$ cat src/pkt_mem_consts.svh
`ifndef PKT_MEM_CONSTS_SVH
`define PKT_MEM_CONSTS_SVH

// Word address width of one packet buffer, 1024 words
`define PKT_ADDR_W 10

// Packet RAM word width
`define PKT_DATA_W 32

// Packet length counter width, in words
`define PKT_LEN_W 32

// Ring of ping, pang and pung
`define PKT_NUM_BUFS 3

`endif
$ cat src/pkt_mem_pkg.sv
`default_nettype none

`include "pkt_mem_consts.svh"

package pkt_mem_pkg;

	typedef logic [`PKT_DATA_W-1:0]   word_t;       // One packet word
	typedef logic [2*`PKT_DATA_W-1:0] dword_t;      // Word pair, lower address in low half
	typedef logic [`PKT_ADDR_W-1:0]   word_addr_t;  // Word index in a buffer
	typedef logic [`PKT_ADDR_W+1:0]   byte_addr_t;  // CPU byte address
	typedef logic [`PKT_ADDR_W-2:0]   dword_addr_t; // Forwarder 64-bit index
	typedef logic [1:0]               xfer_size_t;  // 0 = 1B, 1 = 2B, 2 and 3 = 4B
	typedef logic [`PKT_LEN_W-1:0]    pkt_len_t;    // Length in words

	// 0 means no buffer, then ping, pang, pung
	typedef logic [1:0] buf_id_t;

	// Life of one buffer around the ring
	typedef enum logic [2:0] {
		BUF_FREE,     // Waiting for the snooper
		BUF_FILLING,  // Snooper owns it
		BUF_FILLED,   // Waiting for the CPU
		BUF_INSPECT,  // CPU owns it
		BUF_ACCEPTED, // Waiting for the forwarder
		BUF_SENDING   // Forwarder owns it
	} buf_state_e;

endpackage

`default_nettype wire

$ cat src/read_size_adapter.sv
`timescale 1ns/1ps
`default_nettype none

`include "pkt_mem_consts.svh"

module read_size_adapter (
	input  wire                          clk,
	input  wire                          arst_n,
	input  wire pkt_mem_pkg::byte_addr_t byte_addr,
	input  wire pkt_mem_pkg::xfer_size_t size,
	output pkt_mem_pkg::word_addr_t      word_addr,
	input  wire pkt_mem_pkg::dword_t     pair,      // Words at word_addr and word_addr+1
	output pkt_mem_pkg::word_t           rd_data    // Zero padded on the left
);
	import pkt_mem_pkg::*;

	logic [1:0] offset_q;  // Byte lane of the read in flight
	xfer_size_t size_q;
	dword_t     shifted;

	// Word holding the first byte, the next word covers boundary crossings
	assign word_addr = byte_addr[`PKT_ADDR_W+1:2];

	// Follows the RAM read register by one cycle
	always_ff @(posedge clk or negedge arst_n) begin
		if (!arst_n) begin
			offset_q <= '0;
			size_q   <= '0;
		end else begin
			offset_q <= byte_addr[1:0];
			size_q   <= size;
		end
	end

	// Little endian, first byte lands in bits 7:0
	assign shifted = pair >> {offset_q, 3'b000};

	always_comb begin
		case (size_q)
			2'd0:    rd_data = {24'h0, shifted[7:0]};   // 1 byte
			2'd1:    rd_data = {16'h0, shifted[15:0]};  // 2 bytes
			default: rd_data = shifted[`PKT_DATA_W-1:0]; // 4 bytes, 3 too
		endcase
	end

endmodule

`default_nettype wire

$ cat config.mk
export PLATFORM = sky130hd
export DESIGN_NAME = read_size_adapter
export DESIGN_NICKNAME = d
export VERILOG_FILES = /design/src/pkt_mem_pkg.sv /design/src/read_size_adapter.sv
export VERILOG_INCLUDE_DIRS = /design/src
export SDC_FILE = /design/constraint.sdc
export NUM_CORES = 1
export LEC_CHECK = 0
export BUFFER_PORTS_ARGS = -buffer_cell sky130_fd_sc_hd__buf_2
export CORE_ASPECT_RATIO = 1.4
export CORE_MARGIN = 2
export CORE_UTILIZATION = 36
export CTS_CLUSTER_DIAMETER = 30
export DETAILED_ROUTE_END_ITERATION = 7
export HOLD_SLACK_MARGIN = 0.05
export PLACE_DENSITY = 0.92
export SLEW_MARGIN = 20
export SYNTH_ARGS = -nofsm -noshare
export SYNTH_HDL_FRONTEND = slang
export SYNTH_SLANG_ARGS = --single-unit
$ cat constraint.sdc
create_clock -name clk -period 3.2 [get_ports clk]
set_clock_uncertainty 0.15 [all_clocks]
set_input_delay 0.16 -clock clk [delete_from_list [all_inputs] [get_ports clk]]
set_output_delay 0.16 -clock clk [all_outputs]
set_load 0.005 [all_outputs]
==> out/qor.yml <==
period_share_pct: 70.7
clock_tree_from_tritoncts: "done"
post_detail_place_hpwl_mm: 2.46
detail_route.iter0.violations: 16
grt_first_pass_wirelength_mm: 5.24
actual_slew_at_the_worst_max_slew_pin_ns: 0.751
num_rows: 22
max_cap_violations: 0
htree_levels: 1
worst_slew_margin_rel_pct: 49.6
p_comb_share_pct: 57.3
postCtsSetupBuffers: 0
seq_area_frac_synth_pct: 9.85
p_leak_uw: 0.000847
critPathLaunchType: "flip-flop"
num_io_pins: 122
status: "finished clean"
initial_core_util_pct: 38.4
antenna_found_initial: 0
postSynthNetCount: 188
syn_area_per_cell_sq_um: 9.41
clockRootBuffer: "sky130_fd_sc_hd__clkbuf_4"
hold_path_class: "in -> async"
share_seq_of_total_power_pct: 20.4
cts_made_buffers: 3
dp.cells: 218
die_width_um: 48.9
detailed_place.area_sq_um: 1370
path_class: "reg -> out"
drtPass1Iterations: 4
globalRouteTotalUtil_pct: 20.4
clock_power_share_pct: 22.4
netSwitchingPower_uw: 118
syn-cell-area_sq_um: 1020
netSwitchingFraction_pct: 36.7
postSynthRegisterBits: 4
cts-root-to-sink-buffers: 2
synth.yosys.warnings: 0
hold-worst-slack_ns: 0.111
route.detailed.vias_per_inst: 5.41
final-max-slew-violation-count: 0
routed-via-count: 1228
core_sq_um: 2640
maximum_vdd_drop_uv: 283
postSynthCellCount: 108
maximum_fanout_along_the_worst_path: 16
layoutNonFillerInstCount: 227
largest_net_degree_at_the_start_of_global_routing: 26
layout-area-overhead-vs-synth_pct: 41.9
minimum_clock_period_after_layout_ns: 2.26
report.final.setup_viol: 0
routed_wirelength_mm: 3.35
finalCoreUtilization_pct: 54.5
detail_route.wl_per_cell_um: 14.8
grt_pass1_vias: 1258
final_layout_size_suffix_gt1_share_pct: 51.3
route.antenna.remaining_nets: 0
design.die.area_sq_um: 3270
worst_setup_path_end_kind: "primary output"
postLayoutCellArea_sq_um: 1440
crit_start: "offset_q[1]"
clock_sinks: 4
max_freq_mhz: 442
gp_congestion: 0.764
worst_ep_required_time_ns: 2.89
layout.nets: 272
power_report.internal_total_uw: 203
numPortBuffers: 93
power.density_nw_per_um2: 222
final.setup.tns_ns: 0
cts.reportedPaths.clkPinSlew_ns: 0.04
drcViolationCount: 0
globalRoute.totalOverflow: 0
netlist-cell-type-count: 12
fp.dieH_um: 66.9
antenna_cells: 0
rsz0062_at_grt: "no"
arrival_ns: 1.95
final_hold_viol_count: 0
==> metrics by stage <==
stage	setup slack [ns]	power (uW)
floorplan	1.89	173
finish	0.938	320
global route	0.845	344
detailed placement	1.25	243
global placement	1.24	238
CTS	0.962	320
==> power groups by stage <==
stage,Combinational (uW),Clock [uW],Sequential [uW]
floorplan,118,0,55.5
global route,201,77.2,66.1
detailed placement,177,0,66.1
CTS,183,71.7,65.4
global placement,173,0,65.7
finish,183,71.6,65.3
==> cell families (layout without fill, tap and decap cells) <==
| group | count (synthesis) | in the layout | share of synthesized area, % |
|---|---|---|---|
| mux | 56 | 56 | 55.2 |
| compound gates | 26 | 26 | 16.0 |
| buf+inv | 20 | 103 | 18.0 |
| flops | 4 | 4 | 9.85 |
| simple gates | 2 | 2 | 0.985 |
==> synth_stat cells <==
cell                        n  area share (%)
sky130_fd_sc_hd__mux2i_1   56              55
sky130_fd_sc_hd__nand2b_1   1            0.62
sky130_fd_sc_hd__nand2_1    1            0.37
sky130_fd_sc_hd__buf_6      1             1.1
sky130_fd_sc_hd__buf_4     13             9.6
sky130_fd_sc_hd__buf_12     3             5.9
sky130_fd_sc_hd__o21bai_1   1            0.74
sky130_fd_sc_hd__o21ai_1    1            0.49
sky130_fd_sc_hd__dfrtp_1    4             9.9
sky130_fd_sc_hd__buf_2      2            0.99
sky130_fd_sc_hd__o22ai_1   24              15
sky130_fd_sc_hd__clkbuf_1   1            0.37
==> state kept, by name, indices dropped and copies added, names as in the netlist <==
signal    count
size_q        2
offset_q      2
==> path summary, 6_finish.rpt <==
kind / slack, ns / end
setup / recovery: 0.94 / rd_data[29]
hold / removal: 0.11 / size_q[1]
max in group asynchronous: 2.66 / offset_q[0]
min in group clk: 0.17 / word_addr[3]
==> layer usage <==
layer	track usage (%)	share of wire (%)	vias up	wire length [um]
met2	42.0	57	63	1910
met5	0	0	-	0
met1	19.0	36	572	1210
met4	9.29	0.69	0	23
met3	3.81	6.2	6	207
li1	-	-	587	-
==> cell usage in the layout (no fill, tap or decap) <==
cell type                       netlist  routed
sky130_fd_sc_hd__buf_12               3       1
sky130_fd_sc_hd__buf_2                2      93
sky130_fd_sc_hd__clkbuf_1             1       1
sky130_fd_sc_hd__clkbuf_4             0       3
sky130_fd_sc_hd__dfrtp_1              4       3
sky130_fd_sc_hd__dfrtp_2              0       1
sky130_fd_sc_hd__dlygate4sd3_1        0       5
sky130_fd_sc_hd__mux2i_1             56      56
sky130_fd_sc_hd__nand2_1              1       1
sky130_fd_sc_hd__nand2b_1             1       1
sky130_fd_sc_hd__o21ai_1              1       1
sky130_fd_sc_hd__o21bai_1             1       1
sky130_fd_sc_hd__o22ai_1             24      24
==> critical path, cell delays in order (launching register included) <==
cell and delay (ns):
sky130_fd_sc_hd__dfrtp_1 0.70, sky130_fd_sc_hd__nand2_1 0.55, sky130_fd_sc_hd__o22ai_1 0.30, sky130_fd_sc_hd__buf_2 0.16
==> repair_timing <==
| item | CTS | global route |
|---|---|---|
| gates resized for setup | 0 | 0 |
| hold endpoints to repair | 8 | 0 |
| hold buffers | 5 | 0 |
==> area by class of cell <==
type / instances / area [sq um]
clock buffer: 4 / 26.3
fill: 264 / 1200
multi-input combinational: 84 / 733
sequential: 4 / 101
tap: 36 / 45.0
timing repair buffer: 99 / 536
(Power assumes the default switching activity.)
