<file path="config.mk">
export PLATFORM = sky130hd
export DESIGN_NAME = buf_rotator
export DESIGN_NICKNAME = d
export VERILOG_FILES = /design/src/pkt_mem_pkg.sv /design/src/buf_rotator.sv
export VERILOG_INCLUDE_DIRS = /design/src
export SDC_FILE = /design/constraint.sdc
export NUM_CORES = 1
export LEC_CHECK = 0
export ABC_AREA = 1
export BUFFER_PORTS_ARGS = -buffer_cell sky130_fd_sc_hd__buf_2
export CAP_MARGIN = 20
export CORE_MARGIN = 1.5
export CORE_UTILIZATION = 55
export CTS_BUF_LIST = sky130_fd_sc_hd__clkbuf_8
export DETAILED_ROUTE_END_ITERATION = 7
export PLACE_DENSITY_LB_ADDON = 0.12
export RECOVER_POWER = 50
export SYNTH_ARGS = -nofsm -noshare
export SYNTH_HDL_FRONTEND = slang
export SYNTH_SLANG_ARGS = --single-unit
</file>
<file path="constraint.sdc">
create_clock -name clk -period 1.8 [get_ports clk]
set_input_delay 0.27 -clock clk [delete_from_list [all_inputs] [get_ports clk]]
set_output_delay 0.27 -clock clk [all_outputs]
set_load 0.02 [all_outputs]
</file>
<file path="src/pkt_mem_consts.svh">
`ifndef PKT_MEM_CONSTS_SVH
`define PKT_MEM_CONSTS_SVH

// Word address width of one packet buffer, 1024 words
`define PKT_ADDR_W 10

// Packet RAM word width
`define PKT_DATA_W 32

// Packet length counter width, in words
`define PKT_LEN_W 32

// Ring of ping, pang and pung
`define PKT_NUM_BUFS 3

`endif
</file>
<file path="src/pkt_mem_pkg.sv">
`default_nettype none

`include "pkt_mem_consts.svh"

package pkt_mem_pkg;

	typedef logic [`PKT_DATA_W-1:0]   word_t;       // One packet word
	typedef logic [2*`PKT_DATA_W-1:0] dword_t;      // Word pair, lower address in low half
	typedef logic [`PKT_ADDR_W-1:0]   word_addr_t;  // Word index in a buffer
	typedef logic [`PKT_ADDR_W+1:0]   byte_addr_t;  // CPU byte address
	typedef logic [`PKT_ADDR_W-2:0]   dword_addr_t; // Forwarder 64-bit index
	typedef logic [1:0]               xfer_size_t;  // 0 = 1B, 1 = 2B, 2 and 3 = 4B
	typedef logic [`PKT_LEN_W-1:0]    pkt_len_t;    // Length in words

	// 0 means no buffer, then ping, pang, pung
	typedef logic [1:0] buf_id_t;

	// Life of one buffer around the ring
	typedef enum logic [2:0] {
		BUF_FREE,     // Waiting for the snooper
		BUF_FILLING,  // Snooper owns it
		BUF_FILLED,   // Waiting for the CPU
		BUF_INSPECT,  // CPU owns it
		BUF_ACCEPTED, // Waiting for the forwarder
		BUF_SENDING   // Forwarder owns it
	} buf_state_e;

endpackage

`default_nettype wire

</file>
<file path="src/buf_rotator.sv">
`timescale 1ns/1ps
`default_nettype none

`include "pkt_mem_consts.svh"

module buf_rotator (
	input  wire                        clk,
	input  wire                        arst_n,
	input  wire                        snooper_done,   // 1-cycle strobes from the agents
	input  wire                        cpu_acc,
	input  wire                        cpu_rej,
	input  wire                        forwarder_done,
	output pkt_mem_pkg::buf_id_t       sn_buf,
	output pkt_mem_pkg::buf_id_t       cpu_buf,
	output pkt_mem_pkg::buf_id_t       fwd_buf,
	output logic [`PKT_NUM_BUFS-1:0]   len_clr         // One bit per buffer
);
	import pkt_mem_pkg::*;

	buf_state_e                state [`PKT_NUM_BUFS];
	buf_state_e                state_nxt [`PKT_NUM_BUFS];
	logic [1:0]                snoop_ptr;
	logic [1:0]                cpu_ptr;
	logic [1:0]                fwd_ptr;
	logic [1:0]                snoop_nxt;
	logic [1:0]                cpu_nxt;
	logic [1:0]                fwd_nxt;
	logic [`PKT_NUM_BUFS-1:0]  skip_fwd;      // Rejected, forwarder must step past
	logic [`PKT_NUM_BUFS-1:0]  skip_nxt;
	logic [`PKT_NUM_BUFS-1:0]  clr_nxt;

	// Ping, pang, pung, ping again
	function automatic logic [1:0] ring_next(input logic [1:0] p);
		return (p == 2'(`PKT_NUM_BUFS - 1)) ? 2'd0 : p + 2'd1;
	endfunction

	function automatic buf_id_t to_id(input logic [1:0] p);
		return p + 2'd1; // Id 0 is kept for no buffer
	endfunction

	// Each agent only touches states no other agent acts on, so no conflicts
	always_comb begin
		state_nxt = state;
		snoop_nxt = snoop_ptr;
		cpu_nxt   = cpu_ptr;
		fwd_nxt   = fwd_ptr;
		skip_nxt  = skip_fwd;
		clr_nxt   = '0;

		// Snooper side, a marked buffer waits until the forwarder has passed it
		if (state[snoop_ptr] == BUF_FREE && !skip_fwd[snoop_ptr]) begin
			state_nxt[snoop_ptr] = BUF_FILLING;
		end else if (state[snoop_ptr] == BUF_FILLING && snooper_done) begin
			state_nxt[snoop_ptr] = BUF_FILLED;
			snoop_nxt            = ring_next(snoop_ptr);
		end

		// CPU side
		if (state[cpu_ptr] == BUF_FILLED) begin
			state_nxt[cpu_ptr] = BUF_INSPECT;
		end else if (state[cpu_ptr] == BUF_INSPECT && cpu_acc) begin
			state_nxt[cpu_ptr] = BUF_ACCEPTED;
			cpu_nxt            = ring_next(cpu_ptr);
		end else if (state[cpu_ptr] == BUF_INSPECT && cpu_rej) begin
			state_nxt[cpu_ptr] = BUF_FREE; // Straight back to the snooper
			skip_nxt[cpu_ptr]  = 1'b1;
			clr_nxt[cpu_ptr]   = 1'b1;
			cpu_nxt            = ring_next(cpu_ptr);
		end

		// Forwarder side
		if (state[fwd_ptr] == BUF_ACCEPTED) begin
			state_nxt[fwd_ptr] = BUF_SENDING;
		end else if (state[fwd_ptr] == BUF_SENDING && forwarder_done) begin
			state_nxt[fwd_ptr] = BUF_FREE;
			clr_nxt[fwd_ptr]   = 1'b1;
			fwd_nxt            = ring_next(fwd_ptr);
		end else if (state[fwd_ptr] == BUF_FREE && skip_fwd[fwd_ptr]) begin
			skip_nxt[fwd_ptr] = 1'b0; // Rejected packet, never shown to forwarder
			fwd_nxt           = ring_next(fwd_ptr);
		end
	end

	always_ff @(posedge clk or negedge arst_n) begin
		if (!arst_n) begin
			state     <= '{default: BUF_FREE};
			snoop_ptr <= '0;
			cpu_ptr   <= '0;
			fwd_ptr   <= '0;
			skip_fwd  <= '0;
			sn_buf    <= '0;
			cpu_buf   <= '0;
			fwd_buf   <= '0;
			len_clr   <= '0;
		end else begin
			state     <= state_nxt;
			snoop_ptr <= snoop_nxt;
			cpu_ptr   <= cpu_nxt;
			fwd_ptr   <= fwd_nxt;
			skip_fwd  <= skip_nxt;
			// Ids follow the new state, so ready drops on the clock after a strobe
			sn_buf    <= (state_nxt[snoop_nxt] == BUF_FILLING) ? to_id(snoop_nxt) : '0;
			cpu_buf   <= (state_nxt[cpu_nxt] == BUF_INSPECT) ? to_id(cpu_nxt) : '0;
			fwd_buf   <= (state_nxt[fwd_nxt] == BUF_SENDING) ? to_id(fwd_nxt) : '0;
			len_clr   <= clr_nxt;
		end
	end

endmodule

`default_nettype wire

</file>
==> flow_metrics.env <==
export IMPL_vias=2435
export IMPL_area_growth_pct=66.3
export IMPL_maxSlewViolCount=0
export IMPL_boundaryPins=15
export IMPL_async_flop_share=1.00
export IMPL_cp_max_fo=5
export IMPL_post_place_ws_ns=-0.313
export IMPL_leakage_nw=1.54
export IMPL_drtAntennaViolNets=0
export IMPL_drt_wl_total_mm=8.63
export IMPL_period_share=1.35
export IMPL_fmax_ghz=0.413
export IMPL_worstPathRequired_ns=2.01
export IMPL_hold_viol=0
export IMPL_endpoint_kind="flip-flop"
export IMPL_drive_gt1_frac=0.606
export IMPL_powerDensity_nw_per_um2=352
export IMPL_ys_seq_elements=27
export IMPL_finalNetCount=342
export IMPL_drt_iter0_markers=350
export IMPL_numClockSinks=27
export IMPL_routabilityCongestion=0.951
export IMPL_synthesis_instances=245
export IMPL_cts_buffers=3
export IMPL_start_util=0.573
export IMPL_wl_per_cell_um=23.5
export IMPL_die_h_um=58.9
export IMPL_viasPerCell=6.62
export IMPL_track_usage=0.349
export IMPL_first_global_vias=1930
export IMPL_place_inst=337
export IMPL_final_area_um2=2860
export IMPL_grt_overflow=0
export IMPL_clock_root_buffer="clkbuf_8"
export IMPL_ir_drop_mv=0.438
export IMPL_r2r_start="snoop_ptr[1]"
export IMPL_firstDrtPassIters=7
export IMPL_drc_errors=0
export IMPL_max_slew_margin=0.00462
export IMPL_synth_edf_count=0
export IMPL_grt_pass1_wl_mm=8.89
export IMPL_grt_max_degree=28
export IMPL_syn_num_nets=251
export IMPL_synth_flop_cell="dfrtp_1"
export IMPL_port_buffers=14
export IMPL_fin_util=0.953
export IMPL_violations="capacitance limit, setup timing"
export IMPL_syn_area_per_cell_um2=7.02
export IMPL_fin_skew_ns=0.0122
export IMPL_hold_path_class="in -> async"
export IMPL_antenna_found_initial=0
export IMPL_dp_hpwl_mm=3.74
export IMPL_grt_setup_unrepaired="yes"
export IMPL_core_um2=3000
export IMPL_die_area_um2=3470
export IMPL_fin_cells=368
export IMPL_diodes=0
export IMPL_synth_area_um2=1720
export IMPL_cap_violations=1
export IMPL_clock_latency_ns=0.29
export IMPL_setup_viol=13
export IMPL_tightest_slew_ns=1.49
export IMPL_rr_worst_depth=11
export IMPL_ys_warn_count=0
export IMPL_std_cell_rows=20
export IMPL_cp_arrival_ns=2.63
export IMPL_regToRegSetupSlack_ns=-0.62
export IMPL_worst_slack_ns=-0.622
export IMPL_placed_area_um2=2170
export IMPL_status="complete, but fails checks"
export IMPL_crit_path_start_kind="flip-flop"
export IMPL_cts_htree_levels=1
export IMPL_cts_buffer_depth=2
export IMPL_path_clk_slew_ns=0.11
export IMPL_ys_seq_area_frac=0.393
export IMPL_r2r_end="cpu_buf[0]"
export IMPL_fin_tns_setup_ns=-3.70
export IMPL_tritoncts="built"
export IMPL_period_needed_ns=2.42
export IMPL_crit_type="reg -> reg"
export IMPL_synth_cell_types=24
export IMPL_die_w_um=58.9
## stage by stage
stage,hold slack (ns),power [W]
6_report,0.319,0.00101
5_1_grt,0.456,0.00101
4_1_cts,0.0113,0.000971
3_5_place_dp,0.304,0.000639
3_3_place_gp,0.307,0.000639
2_1_floorplan,-0.0256,0.000619
## flip-flops by register name, summed over array words and instances, names as in the netlist
name	cells
state	9
fwd_ptr	2
sn_buf	2
cpu_ptr	2
snoop_ptr	2
fwd_buf	2
len_clr	3
cpu_buf	2
skip_fwd	3
## area by class of cell
cell class	count	area (um2)
Multi-Input combinational cell	178	1270
Sequential cell	27	683
Timing Repair Buffer	87	654
Inverter	39	161
Fill cell	86	141
Clock buffer	3	41.3
Tap cell	33	41.3
Clock inverter	1	5.00
## layer usage
metal | vias to the layer above | wire length (um) | GRT usage | part of all wire
met3 | 133 | 1090 | 0.0549 | 0.13
li1 | 965 | - | - | -
met1 | 1071 | 2660 | 0.445 | 0.31
met4 | 0 | 1020 | 0.149 | 0.12
met2 | 266 | 3860 | 0.584 | 0.45
met5 | - | 0 | 0 | 0
## worst max-delay path, stage by stage, from the launching register on
cell	delay, ns
dfrtp_2	0.51
nor2_4	0.19
nand2_1	0.10
nand3_2	0.12
nand2_2	0.07
nor2_4	0.14
a21oi_1	0.16
nor2_2	0.26
inv_1	0.12
nor2_1	0.22
nand4_1	0.25
a21oi_2	0.20
## report_power, final
group          switching (W)  internal (W)
clock               0.000222      0.000156
sequential                 0      0.000606
combinational      0.0000184    0.00000372
total               0.000240      0.000766
## cell usage after synthesis, types with 5 or more instances
library cell  number  share of area
nor2_1            22          0.048
o21ai_2            5          0.025
dfrtp_1           27           0.39
nor2_2             5          0.018
a21oi_1            7          0.020
nand4_1            6          0.022
nand3_1           36           0.10
inv_2              8          0.017
nand2_1           68           0.15
inv_1             31          0.068
nand2_2            8          0.029
## cells by family (layout without fill, tap and decap cells)
family	after synthesis	in the layout	share of synthesized area
compound gates	22	22	0.0851
xor+xnor	1	1	0.00509
buf+inv	40	130	0.0895
flops	27	27	0.393
simple gates	155	155	0.428
## worst max path at each step
stage,startpoint,endpoint,slack [ns],depth (start not counted)
after CTS,cpu_ptr[0],cpu_buf[1],-0.1,12
final,snoop_ptr[1],cpu_buf[0],-0.62,11
after global placement,fwd_ptr[1],fwd_buf[0],-0.24,14
after detailed placement,fwd_ptr[1],fwd_buf[1],-0.31,14
after global routing,state[4],cpu_buf[0],-0.80,11
after floorplan,cpu_ptr[1],cpu_buf[0],0.05,14
## cell usage in the layout, fill, tap and decap left out
cell type / count
clkbuf_1: 1
o211ai_2: 1
a21boi_0: 1
a21oi_1: 2
nand3_2: 22
nor2_4: 12
inv_4: 6
nor3_4: 3
nand3_4: 2
a21oi_2: 5
o21ai_4: 3
nor2_1: 14
nand2_2: 25
nor3_1: 1
o21ai_2: 3
buf_2: 13
nand2_4: 10
dfrtp_1: 21
nor2_2: 3
o21ai_0: 1
a22oi_2: 1
nand3_1: 14
nand2_1: 42
inv_1: 23
dfrtp_2: 6
clkbuf_8: 3
nand4_1: 6
buf_6: 10
buf_4: 63
clkinv_2: 1
nor2_8: 1
inv_2: 10
a22oi_1: 2
o21ai_1: 3
xnor2_1: 1
## repair_timing
action                     CTS  global route
gates resized for setup     62            60
hold buffers                 0             0
pin swaps                   20            41
buffers inserted            16            12
setup endpoints to repair    6            14
Note: power is estimated with default switching activity, not from simulation.
