## src/pkt_mem_consts.svh

```systemverilog
`ifndef PKT_MEM_CONSTS_SVH
`define PKT_MEM_CONSTS_SVH

// Word address width of one packet buffer, 1024 words
`define PKT_ADDR_W 10

// Packet RAM word width
`define PKT_DATA_W 32

// Packet length counter width, in words
`define PKT_LEN_W 32

// Ring of ping, pang and pung
`define PKT_NUM_BUFS 3

`endif
```

## src/pkt_mem_pkg.sv

```systemverilog
`default_nettype none

`include "pkt_mem_consts.svh"

package pkt_mem_pkg;

	typedef logic [`PKT_DATA_W-1:0]   word_t;       // One packet word
	typedef logic [2*`PKT_DATA_W-1:0] dword_t;      // Word pair, lower address in low half
	typedef logic [`PKT_ADDR_W-1:0]   word_addr_t;  // Word index in a buffer
	typedef logic [`PKT_ADDR_W+1:0]   byte_addr_t;  // CPU byte address
	typedef logic [`PKT_ADDR_W-2:0]   dword_addr_t; // Forwarder 64-bit index
	typedef logic [1:0]               xfer_size_t;  // 0 = 1B, 1 = 2B, 2 and 3 = 4B
	typedef logic [`PKT_LEN_W-1:0]    pkt_len_t;    // Length in words

	// 0 means no buffer, then ping, pang, pung
	typedef logic [1:0] buf_id_t;

	// Life of one buffer around the ring
	typedef enum logic [2:0] {
		BUF_FREE,     // Waiting for the snooper
		BUF_FILLING,  // Snooper owns it
		BUF_FILLED,   // Waiting for the CPU
		BUF_INSPECT,  // CPU owns it
		BUF_ACCEPTED, // Waiting for the forwarder
		BUF_SENDING   // Forwarder owns it
	} buf_state_e;

endpackage

`default_nettype wire

```

## src/buffer_crossbar.sv

```systemverilog
`timescale 1ns/1ps
`default_nettype none

`include "pkt_mem_consts.svh"

module buffer_crossbar (
	input  wire                          clk,
	input  wire                          arst_n,
	input  wire pkt_mem_pkg::buf_id_t    sn_buf,
	input  wire pkt_mem_pkg::buf_id_t    cpu_buf,
	input  wire pkt_mem_pkg::buf_id_t    fwd_buf,
	input  wire pkt_mem_pkg::word_addr_t snoop_addr,
	input  wire pkt_mem_pkg::word_t      snoop_data,
	input  wire                          snoop_wr_en,
	input  wire pkt_mem_pkg::word_addr_t cpu_addr,
	input  wire                          cpu_rd_en,
	input  wire pkt_mem_pkg::dword_addr_t fwd_addr,
	input  wire                          fwd_rd_en,
	input  wire pkt_mem_pkg::dword_t     ram_rd_data [`PKT_NUM_BUFS],
	input  wire pkt_mem_pkg::pkt_len_t   ram_len [`PKT_NUM_BUFS],
	output pkt_mem_pkg::word_addr_t      ram_addr [`PKT_NUM_BUFS],
	output pkt_mem_pkg::word_t           ram_wr_data [`PKT_NUM_BUFS],
	output logic                         ram_wr_en [`PKT_NUM_BUFS],
	output logic                         ram_rd_en [`PKT_NUM_BUFS],
	output pkt_mem_pkg::dword_t          cpu_pair,      // Raw pair, adapter picks bytes
	output pkt_mem_pkg::dword_t          fwd_data,
	output pkt_mem_pkg::pkt_len_t        cpu_len,
	output pkt_mem_pkg::pkt_len_t        fwd_len,
	output logic                         cpu_rd_valid,
	output logic                         fwd_rd_valid
);
	import pkt_mem_pkg::*;

	word_addr_t fwd_word_addr;
	buf_id_t    cpu_sel_q;     // Buffer of the read in flight
	buf_id_t    fwd_sel_q;

	// 64-bit index times two
	assign fwd_word_addr = {fwd_addr, 1'b0};

	// Request steering, ids are never shared so at most one match per RAM
	always_comb begin
		for (int i = 0; i < `PKT_NUM_BUFS; i++) begin
			ram_addr[i]    = '0;
			ram_wr_data[i] = snoop_data; // Only the snooper writes
			ram_wr_en[i]   = 1'b0;
			ram_rd_en[i]   = 1'b0;
			if (sn_buf == buf_id_t'(i + 1)) begin
				ram_addr[i]  = snoop_addr;
				ram_wr_en[i] = snoop_wr_en;
			end
			if (cpu_buf == buf_id_t'(i + 1)) begin
				ram_addr[i]  = cpu_addr;
				ram_rd_en[i] = cpu_rd_en;
			end
			if (fwd_buf == buf_id_t'(i + 1)) begin
				ram_addr[i]  = fwd_word_addr;
				ram_rd_en[i] = fwd_rd_en;
			end
		end
	end

	// Selects delayed to line up with the RAM output register
	always_ff @(posedge clk or negedge arst_n) begin
		if (!arst_n) begin
			cpu_sel_q    <= '0;
			fwd_sel_q    <= '0;
			cpu_rd_valid <= 1'b0;
			fwd_rd_valid <= 1'b0;
		end else begin
			cpu_sel_q    <= cpu_buf;
			fwd_sel_q    <= fwd_buf;
			cpu_rd_valid <= cpu_rd_en && (cpu_buf != '0); // Ignored without ready
			fwd_rd_valid <= fwd_rd_en && (fwd_buf != '0);
		end
	end

	// Return path, length follows current ownership and data the delayed select
	always_comb begin
		cpu_pair = '0;
		fwd_data = '0;
		cpu_len  = '0;
		fwd_len  = '0;
		for (int i = 0; i < `PKT_NUM_BUFS; i++) begin
			if (cpu_sel_q == buf_id_t'(i + 1)) cpu_pair = ram_rd_data[i];
			if (fwd_sel_q == buf_id_t'(i + 1)) fwd_data = ram_rd_data[i];
			if (cpu_buf == buf_id_t'(i + 1))   cpu_len  = ram_len[i];
			if (fwd_buf == buf_id_t'(i + 1))   fwd_len  = ram_len[i];
		end
	end

endmodule

`default_nettype wire

```

## config.mk

```make
export PLATFORM = sky130hd
export DESIGN_NAME = buffer_crossbar
export DESIGN_NICKNAME = d
export VERILOG_FILES = /design/src/pkt_mem_pkg.sv /design/src/buffer_crossbar.sv
export VERILOG_INCLUDE_DIRS = /design/src
export SDC_FILE = /design/constraint.sdc
export NUM_CORES = 1
export LEC_CHECK = 0
export BUFFER_PORTS_ARGS = -buffer_cell sky130_fd_sc_hd__buf_2
export CORE_AREA = 2 2 264 266
export DETAILED_ROUTE_END_ITERATION = 6
export DIE_AREA = 0 0 266 268
export SYNTH_ARGS = -nofsm -noshare
export SYNTH_HDL_FRONTEND = slang
export SYNTH_SLANG_ARGS = --single-unit
```

## constraint.sdc

```tcl
create_clock -name clk -period 1.9 [get_ports clk]
set_clock_uncertainty 0.2 [all_clocks]
set_input_delay 0.19 -clock clk [delete_from_list [all_inputs] [get_ports clk]]
set_output_delay 0.19 -clock clk [all_outputs]
set_load 0.005 [all_outputs]
```

==> results of run 1 <==
cells in the mapped netlist:
cell type  number
nor2_1         10
and2_1          9
nand2b_1        2
buf_4         101
a221o_1        18
buf_2          35
nor4b_4         1
buf_1           2
nor2b_4         1
buf_6           2
clkbuf_1       33
nand2_1         6
nand3_1        11
and3_1         10
mux2_2        192
and3b_1         1
dfrtp_1         6
o21a_1          2
a22o_1        195
a32o_1          1
and4_4          1
nor2b_1         7
a21oi_1        20
logic make-up (layout without fill, tap and decap cells):
group           Yosys count  count (layout)  share of synthesized area, %
other cells               0              19                             0
compound gates          236             236                         34.95
mux                     192             192                         37.53
simple gates             59              59                         6.038
flops                     6               6                         2.606
buf+inv                 173             643                         18.88
sequential cells by signal, indices dropped and copies added, names as in the netlist:
register and count:
cpu_sel_q 2, fwd_sel_q 2, cpu_rd_valid 1, fwd_rd_valid 1
metrics by stage:
step	setup TNS [ns]	setup WS [ns]	cell area, sq um	instances
CTS	-19.84	-0.2112	9549	2002
global placement	-0.04124	-0.03667	9378	1996
finish	-17.33	-0.2267	9993	2037
global route	-23.74	-0.2505	9991	2036
floorplan	0	0.2809	5761	666
detailed placement	-0.07303	-0.04963	9378	1996
final cells by class:
class	count	share of cell area, %
Antenna cell	19	0.4758
Timing Repair Buffer	639	40.22
Clock buffer	4	0.7888
Tap cell	882	11.04
Multi-Input combinational cell	487	45.82
Sequential cell	6	1.653
what timing repair did:
action | 4_1_cts | 5_1_grt
hold endpoints to repair | 6 | 0
pin swaps | 0 | 29
gates cloned | 1 | 11
setup endpoints to repair | 130 | 136
hold buffers | 1 | 0
setup buffers | 0 | 5
resized for setup | 14 | 22
layer usage:
| layer | global-route usage, % | vias to the layer above | wire (um) |
|---|---|---|---|
| li1 | - | 3501 | - |
| met1 | 12.85 | 3766 | 17830 |
| met5 | 0 | - | 67 |
| met4 | 5.998 | 10 | 2871 |
| met2 | 21.05 | 653 | 22790 |
| met3 | 3.739 | 132 | 4035 |
worst paths after layout:
kind	start	end	slack, ns
max in group asynchronous	arst_n	cpu_sel_q[1]	1.16
min in group asynchronous	arst_n	fwd_sel_q[1]	0.12
min	cpu_rd_en	cpu_rd_valid	0.03
max	fwd_sel_q[0]	fwd_data[38]	-0.23
report_power, final:
part	switching (mW)	internal (mW)	leakage [nW]
logic	1.16	1.36	4.84
clock network	0.110	0.282	0.0383
registers	0.00978	0.138	0.0676
cells in the final DEF (no fill, tap or decap), drive strengths merged:
master,instances
buf,628
a22o,195
mux2,192
a21oi,20
diode,19
a221o,18
clkbuf,14
nand3,11
and3,10
nor2,10
and2,9
nor2b,8
nand2,6
dfrtp,6
nand2b,2
o21a,2
nor4b,1
and4,1
a32o,1
and3b,1
dlygate4sd3,1
==> impl_metrics.toml, run 1 <==
[outcome]
status = "finished with violations"
violations = "negative setup slack"

[final_layout]
multi_input_area_sq_mm = 0.004579
fill_cells = 7830
regArea_sq_um = 165.2
drive_above_1_share_pct = 74.47
final_util_pct = 14.65
nets = 1497
area_growth_pct = 73.48

[clock_network]
cts_tree = "done"
cts_buffers = 3
htree_levels = 1
clk_pin_slew_worst_paths_ns = 0.05
cts_sinks = 6
clock_path_buffers = 2
clockRootBuffer = "clkbuf_16"

[floorplan]
ios = 686
die_w_um = 266
core_area_sq_mm = 0.06823
rows = 96
start_util_pct = 8.443
die_h_um = 268
die_area_sq_mm = 0.07129

[setup_path]
path_depth = 5
crit_slowest_cell = "dfrtp_4"
worstSetupPathType = "reg -> out"
cp_top_family = "flip-flops"
cp-end-kind = "primary output"
crit_required_ns = 1.51
worstPathArrival_ns = 1.74
slowest_delay_ns = 0.50
cp_max_fo = 9
crit_chain = "buf_12, buf_16, mux2_4, a22o_1, buf_2"
start_kind = "flop"
cp_num_buf_inv = 3

[sta]
worstMarginPinSlew_ns = 0.3345
max_freq_mhz = 470.2
final.period_utilization_pct = 111.9
drv_slew = 0
setup_ws_ns = -0.2267
slew_headroom_pct = 77.70
hold_slack_ns = 0.03018
setup_viol = 128
rsz0062_at_grt = "yes"
min_period_ns = 2.127
hold_violations = 0

[global_route]
grt_max_degree = 55
track_usage_pct = 11.92
grt_pass1_wl_um = 60550
antenna_found_initial = 38
grt_pass1_vias = 8065
overflow = 0

[route]
route.detailed.drc = 0
wl_um = 47590
routedWlPerCell_um = 23.36
avgViaCountPerCell = 3.958
postRouteAntennaNets = 0
first_iter_violations = 244
num_vias = 8062
firstDrtPassIters = 4

[synth]
syn_avg_cell_area_sq_um = 8.649
yosysTopAreaCell = "mux2_2"
synth_top_area_share_pct = 37.53
synth_nets = 1026
synth_cell_types = 23
netlist_area_sq_mm = 0.005761
ys_seq_area_share_pct = 2.606
synthCells = 666
synth_area_leaders = "mux2_2 (38%), a22o_1 (30%), buf_4 (13%)"
yosys_warnings = 0
ys_ff_latch = 6

[power_and_ir_drop]
p_total_mw = 3.057
p_per_area_mw_per_mm2 = 305.9
p_leak_nw = 4.943
worst_ir_drop_vdd_uv = 208.3

[hold_path]
min_path_type = "in -> reg"
whs_path_depth = 2

[placement]
hpwl_um = 39700
io_buffers = 557
gp_congestion = 0.9394

[flow_run]
drv_cap = 0
No activity file was read; power rests on OpenSTA's default activity.
==> run 2: changes to the inputs <==
ABC_AREA = 1   (was default)
CORE_AREA = 2 2 267 269   (was 2 2 264 266)
CTS_CLUSTER_DIAMETER = 40   (was default)
DIE_AREA = 0 0 269 271   (was 0 0 266 268)
clock period = 2.3 ns   (was 1.9 ns; I/O delays follow)
==> impl_metrics.toml, run 2 <==
[synth]
synth_edf_count = 0
syn_avg_cell_area_sq_um = 4.619
synth_common_cells = "nand2_1 (689), nand3_1 (242), buf_4 (101), buf_2 (39), inv_1 (32)"
synth_top_area_share_pct = 47.98
synth_nets = 1527
synthCells = 1167
ys_ff_latch = 6
synth_area_leaders = "nand2_1 (48%), nand3_1 (22%), buf_4 (14%)"
synth_cell_types = 18
ys_seq_area_share_pct = 2.786
yosysMostFrequentCell = "nand2_1"
async_flop_share_pct = 100.0
yosysTopAreaCell = "nand2_1"
netlist_area_sq_mm = 0.005390
yosys_warnings = 0
synth_flop_cell = "dfrtp_1"

[route]
avgViaCountPerCell = 3.668
route.detailed.drc = 0
num_vias = 9382
wl_um = 45380
firstDrtPassIters = 5
postRouteAntennaNets = 0
first_iter_violations = 389
routedWlPerCell_um = 17.74

[floorplan]
die_h_um = 271
ios = 686
die_w_um = 269
die_area_sq_mm = 0.07290
core_area_sq_mm = 0.06979
rows = 97
start_util_pct = 7.724

[flow_run]
drv_cap = 0

[setup_path]
worstSetupPathType = "reg -> out"
cp-end-kind = "primary output"
start_kind = "flop"
crit_required_ns = 1.87
worstPathArrival_ns = 1.73
cp_max_fo = 63

[clock_network]
cts_setup_buffers = 0
cts_tree = "done"
clock_path_buffers = 2
htree_levels = 1
clockRootBuffer = "clkbuf_16"
cts_sinks = 6
clk_pin_slew_worst_paths_ns = 0.04
cts-resized-gates = 0
cts_buffers = 3
ctsHoldBuffers = 3

[hold_path]
min_from = "cpu_buf[0]"
whs_path_depth = 1
worstHoldEndpoint = "cpu_sel_q[0]"
min_path_type = "in -> reg"

[sta]
worstMarginPinSlew_ns = 0.5107
setup_viol = 0
slew_headroom_pct = 65.87
min_period_ns = 2.157
max_freq_mhz = 463.7
hold_violations = 0
finalSetupTns_ns = 0
hold_slack_ns = 0.03871
rsz0062_at_grt = "no"
final.period_utilization_pct = 93.77
drv_slew = 0

[global_route]
antenna_found_initial = 36
overflow = 0
grt_max_degree = 65
grt_pass1_wl_um = 59270
track_usage_pct = 11.37
grt_pass1_vias = 8519

[final_layout]
final_cells = 2558
final_util_pct = 12.60
nets = 1963
final_cell_mix = "nand2_1 (689), buf_2 (557), nand3_1 (242), inv_1 (32), buf_4 (21)"
final_area_sq_mm = 0.008790
largestRegisters = "cpu_sel_q x2, fwd_sel_q x2"
final_common_cell = "nand2_1"
drive_above_1_share_pct = 37.73
area_growth_pct = 63.07
fill_cells = 8268

[placement]
gp_congestion = 0.9445
hpwl_um = 39210
post_dp_cell_area_sq_mm = 0.008642
io_buffers = 557
dp.cells = 2535

[power_and_ir_drop]
p_leak_nw = 4.927
p_per_area_mw_per_mm2 = 239.1
worst_ir_drop_vdd_uv = 137.7

[outcome]
status = "finished clean"
==> run 2: cell types whose count changed in the layout (fill, tap and decap cells not counted), moves of 12 or more <==
| cell | change |
|---|---|
| mux2_2 | -188 |
| nand3_1 | +231 |
| a221o_1 | -18 |
| inv_1 | +32 |
| buf_12 | -12 |
| a22o_1 | -194 |
| buf_6 | -20 |
| a21oi_1 | -19 |
| nand2_1 | +683 |
==> run 2: final cells by class <==
| class | count | area, sq um | share of cell area (%) |
|---|---|---|---|
| flip-flops and latches | 6 | 150.1 | 1.708 |
| well taps | 940 | 1176 | 13.38 |
| inverters | 38 | 142.6 | 1.623 |
| diodes | 17 | 42.54 | 0.4840 |
| repair buffers | 594 | 3236 | 36.81 |
| clock buffers | 3 | 75.07 | 0.8541 |
| multi-input cells | 960 | 3968 | 45.14 |
==> run 2: worst max-delay path: stages (launching register included) <==
cell and delay, ns:
dfrtp_1 0.45, inv_1 0.11, nor2_4 0.12, buf_12 0.24, nand2_1 0.09, nand3_1 0.18
buf_2 0.15
==> run 2: per-layer routing <==
layer | up-vias | share of wire [%] | global-route usage [%]
li1 | 4453 | - | -
met4 | 18 | 4.6 | 5.175
met1 | 4094 | 37 | 12.13
met2 | 712 | 45 | 19.13
met3 | 105 | 13 | 4.997
met5 | - | 0.41 | 0.8108
==> run 2: power breakdown <==
group	internal (mW)	switching (mW)
combinational	0.707	0.966
sequential	0.112	0.00610
clock	0.226	0.0841
total	1.05	1.06
==> run 2: kinds of logic after synthesis <==
family | Yosys count | synth area share, %
DFF | 6 | 2.785
buffers and inverters | 201 | 23.61
AOI/OAI and AO/OA | 7 | 0.6963
and+or+nand+nor | 953 | 72.91
==> run 2: per-stage QoR <==
step	setup WS [ns]	power, mW
2_1_floorplan	0.8977	0.9064
3_3_place_gp	0.2793	1.791
3_5_place_dp	0.2792	1.796
4_1_cts	0.1816	2.131
5_1_grt	0.09309	2.295
6_report	0.1432	2.102
==> run 2: worst max-delay path by stage <==
stage,slack (ns),endpoint,startpoint
after floorplan,0.90,cpu_pair[10],cpu_sel_q[1]
after global placement,0.28,cpu_len[14],cpu_buf[0]
after detailed placement,0.28,cpu_len[14],cpu_buf[0]
after CTS,0.18,fwd_data[30],fwd_sel_q[0]
after global routing,0.09,fwd_data[13],fwd_sel_q[0]
final,0.14,fwd_data[13],fwd_sel_q[0]
